## config.mk

```make
export PLATFORM = sky130hd
export DESIGN_NAME = dds_mod_top
export DESIGN_NICKNAME = d
export VERILOG_FILES = /design/src/dds_pkg.sv /design/src/mod_control.sv /design/src/dds_core.sv /design/src/lfsr_source.sv /design/src/modulator.sv /design/src/sample_outbuf.sv /design/src/dds_mod_top.sv
export VERILOG_INCLUDE_DIRS = /design/src /design/src/src
export SDC_FILE = /design/constraint.sdc
export NUM_CORES = 1
export LEC_CHECK = 0
export BUFFER_PORTS_ARGS = -buffer_cell sky130_fd_sc_hd__buf_2
export CAP_MARGIN = 20
export CORE_MARGIN = 10
export CORE_UTILIZATION = 34
export DETAILED_ROUTE_END_ITERATION = 8
export SYNTH_ARGS = -nofsm -noshare
export SYNTH_HDL_FRONTEND = slang
export SYNTH_SLANG_ARGS = --single-unit
```

## constraint.sdc

```tcl
create_clock -name CLK_25MHZ -period 5.7 [get_ports CLK_25MHZ]
set_input_delay 1.14 -clock CLK_25MHZ [delete_from_list [all_inputs] [get_ports CLK_25MHZ]]
set_output_delay 1.14 -clock CLK_25MHZ [all_outputs]
set_load 0.03 [all_outputs]
```

## src/sine_quarter.svh

```systemverilog
// quarter wave of sin, entry k = round(2047 * sin(2*pi*k/256))
// the last entry is the peak, so 65 entries cover 0..pi/2 inclusive

localparam logic [SAMPLE_W-2:0] SINE_Q [0:64] = '{
   0,    50,   100,  151,  201,  251,  300,  350,    // 0..7
   399,  449,  497,  546,  594,  642,  690,  737,    // 8..15
   783,  830,  875,  920,  965,  1009, 1052, 1095,   // 16..23
   1137, 1179, 1219, 1259, 1299, 1337, 1375, 1411,   // 24..31
   1447, 1483, 1517, 1550, 1582, 1614, 1644, 1674,   // 32..39
   1702, 1729, 1756, 1781, 1805, 1828, 1850, 1871,   // 40..47
   1891, 1910, 1927, 1944, 1959, 1973, 1986, 1997,   // 48..55
   2008, 2017, 2025, 2032, 2037, 2041, 2045, 2046,   // 56..63
   2047                                              // peak
};

// full-turn sine from the quarter table
// quadrant in the top two index bits, offset j in the rest
function automatic sample_t sine_lookup(input logic [IDX_W-1:0] idx);
   logic [1:0]         quad;
   logic [IDX_W-3:0]   j;
   logic [IDX_W-2:0]   k;
   sample_t            mag;
   quad = idx[IDX_W-1 -: 2];
   j    = idx[IDX_W-3:0];

   // odd quadrants run the table backwards
   if (quad[0])
   begin
      k = (IDX_W-1)'(1 << (IDX_W-2)) - {1'b0, j};
   end
   else
   begin
      k = {1'b0, j};
   end

   mag = $signed({1'b0, SINE_Q[k]});

   // lower half of the turn is negative
   if (quad[1])
   begin
      return -mag;
   end
   return mag;
endfunction

```

## src/dds_pkg.sv

```systemverilog
package dds_pkg;

   ////////////////////////////////////////////////////////////
   // widths
   ////////////////////////////////////////////////////////////
   localparam int PHASE_W  = 32;   // phase accumulator
   localparam int IDX_W    = 8;    // table index, top bits of phase
   localparam int SAMPLE_W = 12;   // signed sample

   typedef logic signed [SAMPLE_W-1:0] sample_t;

   // full scale, symmetric about zero
   localparam sample_t AMP_MAX = 2047;
   localparam sample_t AMP_MIN = -2047;

   ////////////////////////////////////////////////////////////
   // selector encodings
   ////////////////////////////////////////////////////////////
   typedef enum logic [1:0] {
      WAVE_SINE   = 2'd0,
      WAVE_COS    = 2'd1,
      WAVE_SAW    = 2'd2,
      WAVE_SQUARE = 2'd3
   } wave_sel_e;

   typedef enum logic [1:0] {
      MOD_ASK  = 2'd0,
      MOD_FSK  = 2'd1,
      MOD_BPSK = 2'd2,
      MOD_LFSR = 2'd3
   } mod_sel_e;

   ////////////////////////////////////////////////////////////
   // payloads
   ////////////////////////////////////////////////////////////
   typedef struct packed {
      wave_sel_e          wave_sel;
      mod_sel_e           mod_sel;
      logic [PHASE_W-1:0] fsk_inc;   // increment while lfsr bit is 1
   } dds_cfg_t;

   typedef struct packed {
      wave_sel_e        wave_sel;
      logic [IDX_W-1:0] phase_idx;
      sample_t          sample;
   } wave_sample_t;

   typedef struct packed {
      mod_sel_e         mod_sel;
      logic [IDX_W-1:0] phase_idx;
      logic             lfsr_bit;   // data bit the sample was formed with
      sample_t          sample;
   } mod_sample_t;

endpackage

```

## src/mod_control.sv

```systemverilog
`timescale 1ns/1ps

module mod_control import dds_pkg::*;
#(
   parameter int unsigned BASE_INC   = 258,
   parameter int unsigned LFSR_DIV   = 50,
   parameter int unsigned SAMPLE_DIV = 7
)
(
   input  logic               CLK_25MHZ,
   input  logic               reset_from_key,
   input  dds_cfg_t           cfg,
   input  logic               cfg_valid,
   input  logic               lfsr_bit,
   output logic [PHASE_W-1:0] phase_inc,
   output logic               lfsr_step,
   output logic               sample_tick,
   output wave_sel_e          wave_sel,
   output mod_sel_e           mod_sel
);

   // both dividers share one counter width, sized for the longer one
   localparam int unsigned DIV_MAX = (LFSR_DIV > SAMPLE_DIV) ? LFSR_DIV : SAMPLE_DIV;
   localparam int          CNT_W   = $clog2(DIV_MAX + 1);
   localparam int unsigned DIVS [2] = '{LFSR_DIV, SAMPLE_DIV};

   dds_cfg_t         cfg_q;
   logic [CNT_W-1:0] div_cnt [2];
   logic [1:0]       tick;            // 0 lfsr, 1 sample

   ////////////////////////////////////////////////////////////
   // configuration register
   ////////////////////////////////////////////////////////////
   always_ff @(posedge CLK_25MHZ)
   begin
      if (reset_from_key)
      begin
         cfg_q <= '{wave_sel: WAVE_SINE, mod_sel: MOD_ASK, fsk_inc: '0};
      end
      else if (cfg_valid)
      begin
         cfg_q <= cfg;                 // takes effect next cycle
      end
   end

   assign wave_sel = cfg_q.wave_sel;
   assign mod_sel  = cfg_q.mod_sel;

   ////////////////////////////////////////////////////////////
   // tick dividers
   ////////////////////////////////////////////////////////////
   always_ff @(posedge CLK_25MHZ)
   begin
      for (int i = 0; i < 2; i++)
      begin
         if (reset_from_key)
         begin
            div_cnt[i] <= '0;
            tick[i]    <= 1'b0;
         end
         else if (div_cnt[i] == CNT_W'(DIVS[i] - 1))
         begin
            div_cnt[i] <= '0;
            tick[i]    <= 1'b1;        // one cycle wide
         end
         else
         begin
            div_cnt[i] <= div_cnt[i] + 1'b1;
            tick[i]    <= 1'b0;
         end
      end
   end

   assign lfsr_step   = tick[0];
   assign sample_tick = tick[1];

   // fsk hops to the configured word while the data bit is 1
   assign phase_inc = (cfg_q.mod_sel == MOD_FSK && lfsr_bit) ? cfg_q.fsk_inc
                                                             : PHASE_W'(BASE_INC);

   // output buffers expect at most one load per sample interval
   a_tick_gap: assert property (@(posedge CLK_25MHZ) disable iff (reset_from_key)
      (SAMPLE_DIV > 1 && sample_tick) |=> !sample_tick);

endmodule

```

## src/dds_core.sv

```systemverilog
`timescale 1ns/1ps

module dds_core import dds_pkg::*;
(
   input  logic               CLK_25MHZ,
   input  logic               reset_from_key,
   input  logic [PHASE_W-1:0] phase_inc,
   output logic [IDX_W-1:0]   phase_idx,
   output sample_t            sin_out,
   output sample_t            cos_out,
   output sample_t            saw_out,
   output sample_t            squ_out
);

`include "sine_quarter.svh"

   localparam logic [IDX_W-1:0] QUARTER_TURN = IDX_W'(1 << (IDX_W-2));

   logic [PHASE_W-1:0] phase_acc;
   logic [IDX_W-1:0]   acc_idx;

   assign acc_idx = phase_acc[PHASE_W-1 -: IDX_W];   // coarse phase for the table

   ////////////////////////////////////////////////////////////
   // phase accumulator
   ////////////////////////////////////////////////////////////
   always_ff @(posedge CLK_25MHZ)
   begin
      if (reset_from_key)
      begin
         phase_acc <= '0;
      end
      else
      begin
         phase_acc <= phase_acc + phase_inc;   // wraps at full turn
      end
   end

   ////////////////////////////////////////////////////////////
   // waveform stage
   ////////////////////////////////////////////////////////////
   // index travels with the samples built from it
   always_ff @(posedge CLK_25MHZ)
   begin
      phase_idx <= acc_idx;
      sin_out   <= sine_lookup(acc_idx);
      cos_out   <= sine_lookup(acc_idx + QUARTER_TURN);       // quarter turn ahead
      saw_out   <= $signed({acc_idx, {(SAMPLE_W-IDX_W){1'b0}}});
      squ_out   <= acc_idx[IDX_W-1] ? AMP_MIN : AMP_MAX;     // sign of sine
   end

endmodule

```

## src/lfsr_source.sv

```systemverilog
`timescale 1ns/1ps

module lfsr_source
(
   input  logic CLK_25MHZ,
   input  logic reset_from_key,
   input  logic lfsr_step,
   output logic lfsr_bit
);

   logic [4:0] lfsr;

   // x^5 + x^3 + 1, maximal length 31
   always_ff @(posedge CLK_25MHZ)
   begin
      if (reset_from_key)
      begin
         lfsr <= 5'b00001;
      end
      else if (lfsr_step)
      begin
         lfsr <= {lfsr[3:0], lfsr[4] ^ lfsr[2]};   // shift up, feed bit 0
      end
   end

   assign lfsr_bit = lfsr[0];

   // zero state would lock the sequence for good
   a_no_lockup: assert property (@(posedge CLK_25MHZ) disable iff (reset_from_key)
      lfsr != 5'b00000);

endmodule

```

## src/modulator.sv

```systemverilog
`timescale 1ns/1ps

module modulator import dds_pkg::*;
(
   input  logic             CLK_25MHZ,
   input  logic             reset_from_key,
   input  logic [IDX_W-1:0] phase_idx,
   input  sample_t          sin_out,
   input  sample_t          cos_out,
   input  sample_t          saw_out,
   input  sample_t          squ_out,
   input  wave_sel_e        wave_sel,
   input  mod_sel_e         mod_sel,
   input  logic             lfsr_bit,
   output wave_sample_t     wave_res,
   output mod_sample_t      mod_res
);

   wave_sample_t wave_nxt;
   mod_sample_t  mod_nxt;

   always_comb
   begin
      wave_nxt.wave_sel  = wave_sel;
      wave_nxt.phase_idx = phase_idx;
      case (wave_sel)
         WAVE_SINE:   wave_nxt.sample = sin_out;
         WAVE_COS:    wave_nxt.sample = cos_out;
         WAVE_SAW:    wave_nxt.sample = saw_out;
         WAVE_SQUARE: wave_nxt.sample = squ_out;
      endcase

      // every modulation rides on the cosine carrier
      mod_nxt.mod_sel   = mod_sel;
      mod_nxt.phase_idx = phase_idx;
      mod_nxt.lfsr_bit  = lfsr_bit;
      case (mod_sel)
         MOD_ASK:  mod_nxt.sample = lfsr_bit ? cos_out : sample_t'(0);   // on/off keying
         MOD_FSK:  mod_nxt.sample = cos_out;            // hop is in the increment
         MOD_BPSK: mod_nxt.sample = lfsr_bit ? cos_out : -cos_out;
         MOD_LFSR: mod_nxt.sample = lfsr_bit ? sample_t'(0) : AMP_MIN;
      endcase
   end

   always_ff @(posedge CLK_25MHZ)
   begin
      if (reset_from_key)
      begin
         wave_res <= '0;
         mod_res  <= '0;
      end
      else
      begin
         wave_res <= wave_nxt;
         mod_res  <= mod_nxt;
      end
   end

endmodule

```

## src/sample_outbuf.sv

```systemverilog
`timescale 1ns/1ps

module sample_outbuf
#(
   parameter type payload_t = logic [7:0]
)
(
   input  logic        CLK_25MHZ,
   input  logic        reset_from_key,
   input  logic        sample_tick,
   input  payload_t    in_data,
   input  logic        ready,
   output payload_t    out_data,
   output logic        valid,
   output logic [15:0] drop_count
);

   logic blocked;

   assign blocked = valid && !ready;   // item held and not taken this cycle

   always_ff @(posedge CLK_25MHZ)
   begin
      if (reset_from_key)
      begin
         valid      <= 1'b0;
         drop_count <= '0;
      end
      else if (sample_tick)
      begin
         if (blocked)
         begin
            drop_count <= drop_count + 16'd1;   // consumer too slow, tick lost
         end
         else
         begin
            valid <= 1'b1;
         end
      end
      else if (valid && ready)
      begin
         valid <= 1'b0;
      end
   end

   always_ff @(posedge CLK_25MHZ)
   begin
      if (sample_tick && !blocked)
      begin
         out_data <= in_data;
      end
   end

   // a stalled item stays put until the consumer takes it
   a_hold_stable: assert property (@(posedge CLK_25MHZ) disable iff (reset_from_key)
      blocked |=> valid && $stable(out_data));

endmodule

```

## src/dds_mod_top.sv

```systemverilog
`timescale 1ns/1ps

module dds_mod_top import dds_pkg::*;
#(
   parameter int unsigned BASE_INC   = 258,
   parameter int unsigned LFSR_DIV   = 50,
   parameter int unsigned SAMPLE_DIV = 7
)
(
   input  logic         CLK_25MHZ,
   input  logic         reset_from_key,
   input  dds_cfg_t     cfg,
   input  logic         cfg_valid,
   input  logic         wave_ready,
   input  logic         mod_ready,
   output wave_sample_t wave_data,
   output logic         wave_valid,
   output mod_sample_t  mod_data,
   output logic         mod_valid,
   output logic [15:0]  wave_drops,
   output logic [15:0]  mod_drops
);

   logic [PHASE_W-1:0] phase_inc;
   logic               lfsr_step;
   logic               sample_tick;
   logic               lfsr_bit;
   wave_sel_e          wave_sel;
   mod_sel_e           mod_sel;
   logic [IDX_W-1:0]   phase_idx;
   sample_t            sin_out;
   sample_t            cos_out;
   sample_t            saw_out;
   sample_t            squ_out;
   wave_sample_t       wave_res;
   mod_sample_t        mod_res;

   ////////////////////////////////////////////////////////////
   // control and data bit
   ////////////////////////////////////////////////////////////
   mod_control #(
      .BASE_INC   (BASE_INC),
      .LFSR_DIV   (LFSR_DIV),
      .SAMPLE_DIV (SAMPLE_DIV)
   ) mod_control_i (.*);

   lfsr_source lfsr_source_i (.*);

   ////////////////////////////////////////////////////////////
   // datapath, two register stages
   ////////////////////////////////////////////////////////////
   dds_core dds_core_i (.*);

   modulator modulator_i (.*);

   ////////////////////////////////////////////////////////////
   // output streams to the slow consumer
   ////////////////////////////////////////////////////////////
   sample_outbuf #(.payload_t(wave_sample_t)) wave_outbuf (
      .CLK_25MHZ      (CLK_25MHZ),
      .reset_from_key (reset_from_key),
      .sample_tick    (sample_tick),
      .in_data        (wave_res),
      .ready          (wave_ready),
      .out_data       (wave_data),
      .valid          (wave_valid),
      .drop_count     (wave_drops)
   );

   sample_outbuf #(.payload_t(mod_sample_t)) mod_outbuf (
      .CLK_25MHZ      (CLK_25MHZ),
      .reset_from_key (reset_from_key),
      .sample_tick    (sample_tick),
      .in_data        (mod_res),
      .ready          (mod_ready),
      .out_data       (mod_data),
      .valid          (mod_valid),
      .drop_count     (mod_drops)
   );

endmodule

```

== After elaboration in Yosys (flattened, before gate mapping) ==
Memory sizes are Yosys's and may differ from the RTL's.
Cells that the tools add are included.

* Register bits: 235
* RAM bits: 12
* Memory bits (read-only): 2816
* Bits of input ports: 41
* Output and inout bits: 79
* Logic and storage cells: 124
* Memories kept: 3

* Add/sub/neg operators: 11
* Order comparisons: 2
* Equal/unequal tests: 10
* Muxes and demuxes: 43
* Bitwise gates (word level): 7
* Reductions and logical operators: 19

{| class="wikitable"
|+ Memory list
! name !! words !! bits a word !! read ports !! clocked after memory_dff !! wr ports !! RTL line !! text
|-
| (no name shown) || 128 || 11 || 1 || 0 || 0 || sine_quarter.svh:36 || <nowiki>mag = $signed({1'b0, SINE_Q[k]});</nowiki>
|-
| (no name shown) || 128 || 11 || 1 || 0 || 0 || sine_quarter.svh:36 ||
|-
| mod_control_i.div_cnt || 2 || 6 || 2 || 0 || 2 || mod_control.sv:28 || <nowiki>logic [CNT_W-1:0] div_cnt [2];</nowiki>
|}

{| class="wikitable"
|+ Operators with widths
! operator !! count
|-
| $pmux W12 S4 || 2
|-
| $mux W12 || 6
|-
| $mux W11 || 6
|-
| $add A16 B1 Y16 const B || 2
|-
| $add A32 B32 Y32 || 1
|-
| $mux W32 || 1
|-
| $mux W6 || 4
|-
| $neg A11 Y12 || 2
|-
| $mux W1 || 22
|-
| $ge A8 B8 Y1 const B || 2
|-
| $not A7 Y8 || 2
|-
| $mux W7 || 2
|-
| $sub A7 B6 Y7 const A || 2
|-
| $add A6 B1 Y6 const B || 2
|-
| $neg A12 Y12 || 1
|-
| $add A8 B7 Y8 const B || 1
|-
| $eq A2 B2 Y1 const B || 4
|-
| $reduce_and A2 Y1 || 4
|-
| $logic_and A1 B1 Y1 || 7
|-
| $eq A6 B3 Y1 const B || 1
|-
| $eq A6 B6 Y1 const B || 1
|-
| $eq A2 B1 Y1 const B || 2
|-
| $logic_not A1 Y1 || 4
|-
| $logic_not A2 Y1 || 2
|-
| 4 further kinds || 9
|}

== Longest topological paths before layout ==
* Word-level depth: 10
* Mapped depth: 20
* Depth with buffers taken out: 16

== Modules after synthesis ==
From an unflattened synthesis, not the netlist that was laid out.

* Cell total of the unflattened synthesis: 1492
* Area total of the unflattened synthesis: 13744.4 µm²

{| class="wikitable"
|+ By module, submodules not included
! module !! instances !! cells each !! area an instance (µm²) !! seq. area each (µm²)
|-
| dds_core || 1 || 860 || 6638.9 || 1301.2
|-
| mod_control || 1 || 214 || 2184.6 || 1121.1
|-
| modulator || 1 || 176 || 1795.5 || 740.7
|-
| sample_outbuf (mod_outbuf) || 1 || 114 || 1507.7 || 1031.0
|-
| sample_outbuf (wave_outbuf) || 1 || 110 || 1431.4 || 1001.0
|-
| lfsr_source || 1 || 18 || 186.4 || 100.1
|}

== Worst setup path after synthesis ==
OpenSTA, ideal clock, no wires.

* Kind: register to register
* From: reg dds_core_i.phase_acc[24]
* To: reg dds_core_i.cos_out[10]
* Setup time: 0.118 ns
* Arrival time: 4.283 ns
* Required time: 5.582 ns
* Path slack: 1.299 ns
* Cell stages (with the launch flop): 17
* Buffers on the path: 3
* Path through: dfxtp_1 > buf_6 > clkbuf_1 > inv_1 > ha_1 > clkbuf_1 > nand2b_1 > o21ai_0 > ha_1 > a2111oi_0 > a211o_1 > a21oi_1 > nor3_1 > o211ai_1 > or2_1 > o31a_1 > xor2_1

* Longest elaborated chain between the ends: 10

{| class="wikitable"
|+ Ends and longest elaborated chain
! item !! RTL line !! text
|-
| start: declaration || dds_core.sv:19 || <nowiki>logic [PHASE_W-1:0] phase_acc;</nowiki>
|-
| start signal: assignment || dds_core.sv:35 || <nowiki>phase_acc <= phase_acc + phase_inc;</nowiki>
|-
| $add A8 B7 Y8 * || dds_core.sv:47 || <nowiki>cos_out <= sine_lookup(acc_idx + QUARTER_TURN);</nowiki>
|-
| $sub A7 B6 Y7 || sine_quarter.svh:29 || <nowiki>k = (IDX_W-1)'(1 << (IDX_W-2)) - {1'b0, j};</nowiki>
|-
| $mux W7 || sine_quarter.svh:27 || <nowiki>if (quad[0])</nowiki>
|-
| $not A7 Y8 (not written as such) || sine_quarter.svh:36 ||
|-
| $mem_v2 Z128 W11 || n/a ||
|-
| $mux W11 (not written as such) (2 in series) || sine_quarter.svh:36 ||
|-
| $neg A11 Y12 || sine_quarter.svh:41 || <nowiki>return -mag;</nowiki>
|-
| $mux W12 || sine_quarter.svh:39 || <nowiki>if (quad[1])</nowiki>
|-
| $mux W11 * || sine_quarter.svh:43 || <nowiki>return mag;</nowiki>
|-
| end signal: assignment || dds_core.sv:47 ||
|-
| end: declaration || dds_core.sv:10 || <nowiki>output sample_t cos_out,</nowiki>
|}

Mark *: on every way between the ends. The rest lies on a longest branch, timed or not. The select of a mux whose other input is x is not followed.
A chain may end at the register's enable or synchronous reset.

== Final worst setup path ==
* From: reg mod_control_i.cfg_q, in the netlist mod_control_i.mod_sel[0]
* To: reg dds_core_i.phase_acc[29]

* Longest elaborated chain between the ends: 4

{| class="wikitable"
|+ Ends and longest elaborated chain
! item !! RTL line !! text
|-
| start: declaration || mod_control.sv:27 || <nowiki>dds_cfg_t cfg_q;</nowiki>
|-
| start signal: assignment || mod_control.sv:38 || <nowiki>cfg_q <= '{wave_sel: WAVE_SINE, mod_sel: MOD_ASK, fsk_inc: '0};</nowiki>
|-
| start signal: assignment || mod_control.sv:42 || <nowiki>cfg_q <= cfg;</nowiki>
|-
| $eq A2 B1 Y1 || mod_control.sv:78 || <nowiki>assign phase_inc = (cfg_q.mod_sel == MOD_FSK && lfsr_bit) ? cfg_q.fsk_inc</nowiki>
|-
| $logic_and A1 B1 Y1 || mod_control.sv:78 ||
|-
| $mux W32 || mod_control.sv:78 ||
|-
| $add A32 B32 Y32 || dds_core.sv:35 ||
|}

No other way between the ends.

==> results.py <==
metrics = {
    "status": {
        "run_status": "completed",
    },
    "sta": {
        "period_share_pct": 78.57,
        "timing_hold_violations_final": 0,
        "final-setup-viol-count": 0,
        "final_period_minus_worst_setup_slack_ns": 4.479,
        "finalClockSkew_ns": 0.02071,
        "setup_total_negative_slack_ns": 0,
        "maximum_frequency_from_static_timing_analysis_ghz": 0.2233,
        "tightestPinTransition_ns": 1.024,
        "fin_worst_hold_slack_ns": 0.4022,
        "maxSlewHeadroom_pct": 31.65,
        "rsz0062_at_grt": "no",
        "slew_viols_final": 0,
    },
    "yosys": {
        "synth_area_in_simple_gates_pct": 20.10,
        "synth.cell_area_um2": 13360,
        "largest_family_of_logic_cells_by_synthesized_area": "simple AND/OR/NAND/NOR gates",
        "synth.most_common_cell": "sky130_fd_sc_hd__nor2_1",
        "synth-edff-count": 57,
        "yosys_warns": 0,
        "postSynthAreaPerCell_um2": 8.773,
        "fraction_of_synthesis_flops_using_an_asynchronous_set_or_reset_pin_pct": 0,
        "synth_top_cells_by_count": "sky130_fd_sc_hd__nor2_1, sky130_fd_sc_hd__dfxtp_1, sky130_fd_sc_hd__a21oi_1, sky130_fd_sc_hd__nand2_1, sky130_fd_sc_hd__o21ai_0",
        "cell_type_with_the_largest_total_area_after_synthesis": "sky130_fd_sc_hd__dfxtp_1",
        "synth_fa_ha_area_share_pct": 5.768,
        "synth-compound-area-share_pct": 19.29,
        "ys_top_cells_by_area": "sky130_fd_sc_hd__dfxtp_1, sky130_fd_sc_hd__edfxtp_1, sky130_fd_sc_hd__nor2_1",
        "synth_seq_area_share_pct": 39.63,
        "syn-instance-count": 1523,
        "yosys_register_bits": 236,
        "synth_xor_area_share_pct": 5.768,
        "synthFlopType": "sky130_fd_sc_hd__dfxtp_1",
        "synth.top_cell.area_share_pct": 26.82,
        "synth.area.mux_share_pct": 4.794,
        "yosys.cell_types.count": 85,
    },
    "grt": {
        "grt_pass1_wl_mm": 57.30,
        "grt_max_degree": 76,
        "antenna_found_initial": 3,
        "via_count_of_the_first_global_routing_pass": 10904,
        "grtUsageTotal_pct": 14.31,
        "global_route.overflow_total": 0,
    },
    "final_layout": {
        "num-nets-final": 1702,
        "number_of_antenna_repair_diodes": 0,
        "post-route-util_pct": 39.56,
        "filler_cell_count": 3879,
        "drive_gt1_share_pct": 14.26,
        "syn2layout_area_growth_pct": 14.68,
    },
    "drt": {
        "drt-pass1-iter-count": 5,
        "ant_nets": 0,
        "post_drt_via_cell_ratio": 5.370,
        "detail_route.iter0.violations": 1004,
        "drc_errors": 0,
        "detail_route.wl_per_cell_um": 16.67,
        "num_vias": 11482,
        "routed_wirelength_mm": 35.63,
    },
    "floorplanning": {
        "die_w_um": 218.2,
        "die_h_um": 218.2,
        "placeableCoreArea_um2": 38740,
        "num_io_pins": 120,
        "floorplan.die_area_um2": 47630,
        "placement_rows": 72,
        "start_util_pct": 34.49,
    },
    "setup_path": {
        "ff2ff_path_depth": 14,
        "beginning_of_the_critical_path": "mod_control_i.mod_sel[0]",
        "crit_path_max_fanout": 22,
        "setup.worst_path.end_class": "flip-flop",
        "worst-endpoint-required_ns": 6.09,
        "setup.reg_to_reg.worst_slack_ns": 1.22,
        "worst-setup-path-type": "flip-flop to flip-flop",
        "worstReg2RegEnd": "dds_core_i.phase_acc[29]",
        "crit_path_start_kind": "flip-flop",
        "worstPathArrival_ns": 4.87,
        "r2r-start": "mod_control_i.mod_sel[0]",
    },
    "clock_network": {
        "clock-root-buffer": "sky130_fd_sc_hd__clkbuf_16",
        "htree_levels": 1,
        "clock_sinks": 236,
        "tritoncts": "done",
        "cts.clk_slew.worst_paths_ns": 0.06,
        "cts_inserted_buffers": 26,
        "clock_insertion_delay_worst_skew_ns": 0.54,
        "post-cts-setup-buffers": 0,
        "cts_hold_repair.buffers": 0,
        "cts_buffer_depth": 3,
        "cts-resized-gates": 0,
    },
    "pwr": {
        "p_per_area_nw_per_um2": 271.0,
        "irDropWorstVdd_uv": 236.7,
        "power.static_leakage_uw": 0.006412,
    },
    "flow_run": {
        "maxCapViolations": 0,
    },
    "worst_hold_path": {
        "worstHoldPathCells": 0,
        "worstHoldPathType": "flip-flop to flip-flop",
        "hold_path_end": "mod_outbuf.out_data[9]",
        "worstHoldStart": "modulator_i.mod_res[9]",
    },
    "placement": {
        "place_hpwl_mm": 25.71,
        "gp_weighted_congestion": 0.9075,
        "placement.io_buffers": 119,
    },
}
how the worst max path moves through the flow:
stage	to	slack [ns]
CTS	dds_core_i.phase_acc[29]	1.26
floorplan	dds_core_i.cos_out[10]	1.30
global placement	dds_core_i.phase_acc[29]	1.32
finish	dds_core_i.phase_acc[29]	1.22
detailed placement	dds_core_i.phase_acc[29]	1.28
global route	dds_core_i.phase_acc[29]	0.80
where the power goes:
group	total, uW	internal (uW)	switching [uW]
Sequential	1870	1800	71.5
Clock	1750	1100	653
Combinational	527	209	318
metal layers:
layer  part of all wire, %  GRT usage, %
met1                    43         18.10
met3                   7.3         3.052
met2                    46         23.21
met5                 0.095             0
met4                   3.8         5.971
layout by cell type (no fill, tap or decap), drive strengths merged, types with 9 or more instances in the layout:
master / synthesis / routed
conb: 1 / 12
nand2b: 19 / 19
dfxtp: 179 / 179
a22oi: 11 / 11
nor2b: 42 / 42
o31ai: 10 / 10
xor2: 51 / 51
and3: 43 / 43
nand4: 9 / 9
and2: 11 / 11
or3: 18 / 18
a2111oi: 10 / 10
nand3: 39 / 39
o21ai: 74 / 74
inv: 38 / 38
edfxtp: 57 / 57
nor2: 220 / 220
a221oi: 10 / 10
a21oi: 93 / 93
buf: 41 / 147
clkbuf: 68 / 38
ha: 60 / 60
a21o: 17 / 17
a31oi: 13 / 13
xnor2: 37 / 37
o21a: 9 / 9
nand2: 84 / 84
a211oi: 37 / 37
mux2i: 55 / 55
nor3: 30 / 30
o211ai: 19 / 19
final cells by class:
class	instances	area [um^2]	area share [%]
Timing Repair Buffer	147	828.3	5.405
Sequential cell	236	5296	34.56
Inverter	38	142.6	0.9308
Multi-Input combinational cell	1151	7498	48.93
Clock buffer	38	757.0	4.940
Tap cell	518	648.1	4.230
Clock inverter	10	152.6	0.9962
worst max-delay path: stages, from the launching register on:
cell and delay (ns):
sky130_fd_sc_hd__dfxtp_1 0.69, sky130_fd_sc_hd__nor2b_2 0.27, sky130_fd_sc_hd__buf_4 0.24, sky130_fd_sc_hd__and2_1 0.20
sky130_fd_sc_hd__nand2b_1 0.09, sky130_fd_sc_hd__ha_1 0.30, sky130_fd_sc_hd__a211oi_1 0.29, sky130_fd_sc_hd__o21ai_0 0.21
sky130_fd_sc_hd__a31oi_1 0.33, sky130_fd_sc_hd__o32ai_1 0.20, sky130_fd_sc_hd__a221oi_1 0.55, sky130_fd_sc_hd__o221ai_1 0.37
sky130_fd_sc_hd__a221oi_1 0.38, sky130_fd_sc_hd__xor2_1 0.17, sky130_fd_sc_hd__nor2_1 0.05
metrics by stage:
stage | power [uW] | instance area, um^2 | std cells | worst slack, ns
floorplan | 2283 | 13400 | 1534 | 1.299
global placement | 2421 | 14380 | 2088 | 1.315
detailed placement | 2428 | 14380 | 2088 | 1.284
CTS | 4196 | 15290 | 2136 | 1.260
global route | 4341 | 15320 | 2138 | 0.7992
finish | 4153 | 15320 | 2138 | 1.221
cells by family after synthesis:
kind of cell,count (synthesis)
simple gates,550
compound gates,378
flops,236
buf+inv,147
xor+xnor,88
mux,62
fa+ha+maj,61
other cells,1
flip-flops by register name, summed over array words and instances (netlist names), 5 cells and up:
register                cells
dds_core_i.cos_out         12
dds_core_i.phase_acc       32
dds_core_i.saw_out          7
dds_core_i.sin_out         12
lfsr_source_i.lfsr          5
mod_control_i.cfg_q        32
mod_control_i.div_cnt      12
mod_outbuf.drop_count      16
mod_outbuf.out_data        23
modulator_i.mod_res        15
modulator_i.wave_res       22
wave_outbuf.drop_count     16
wave_outbuf.out_data       22
Power figures use the tool's default switching activity.
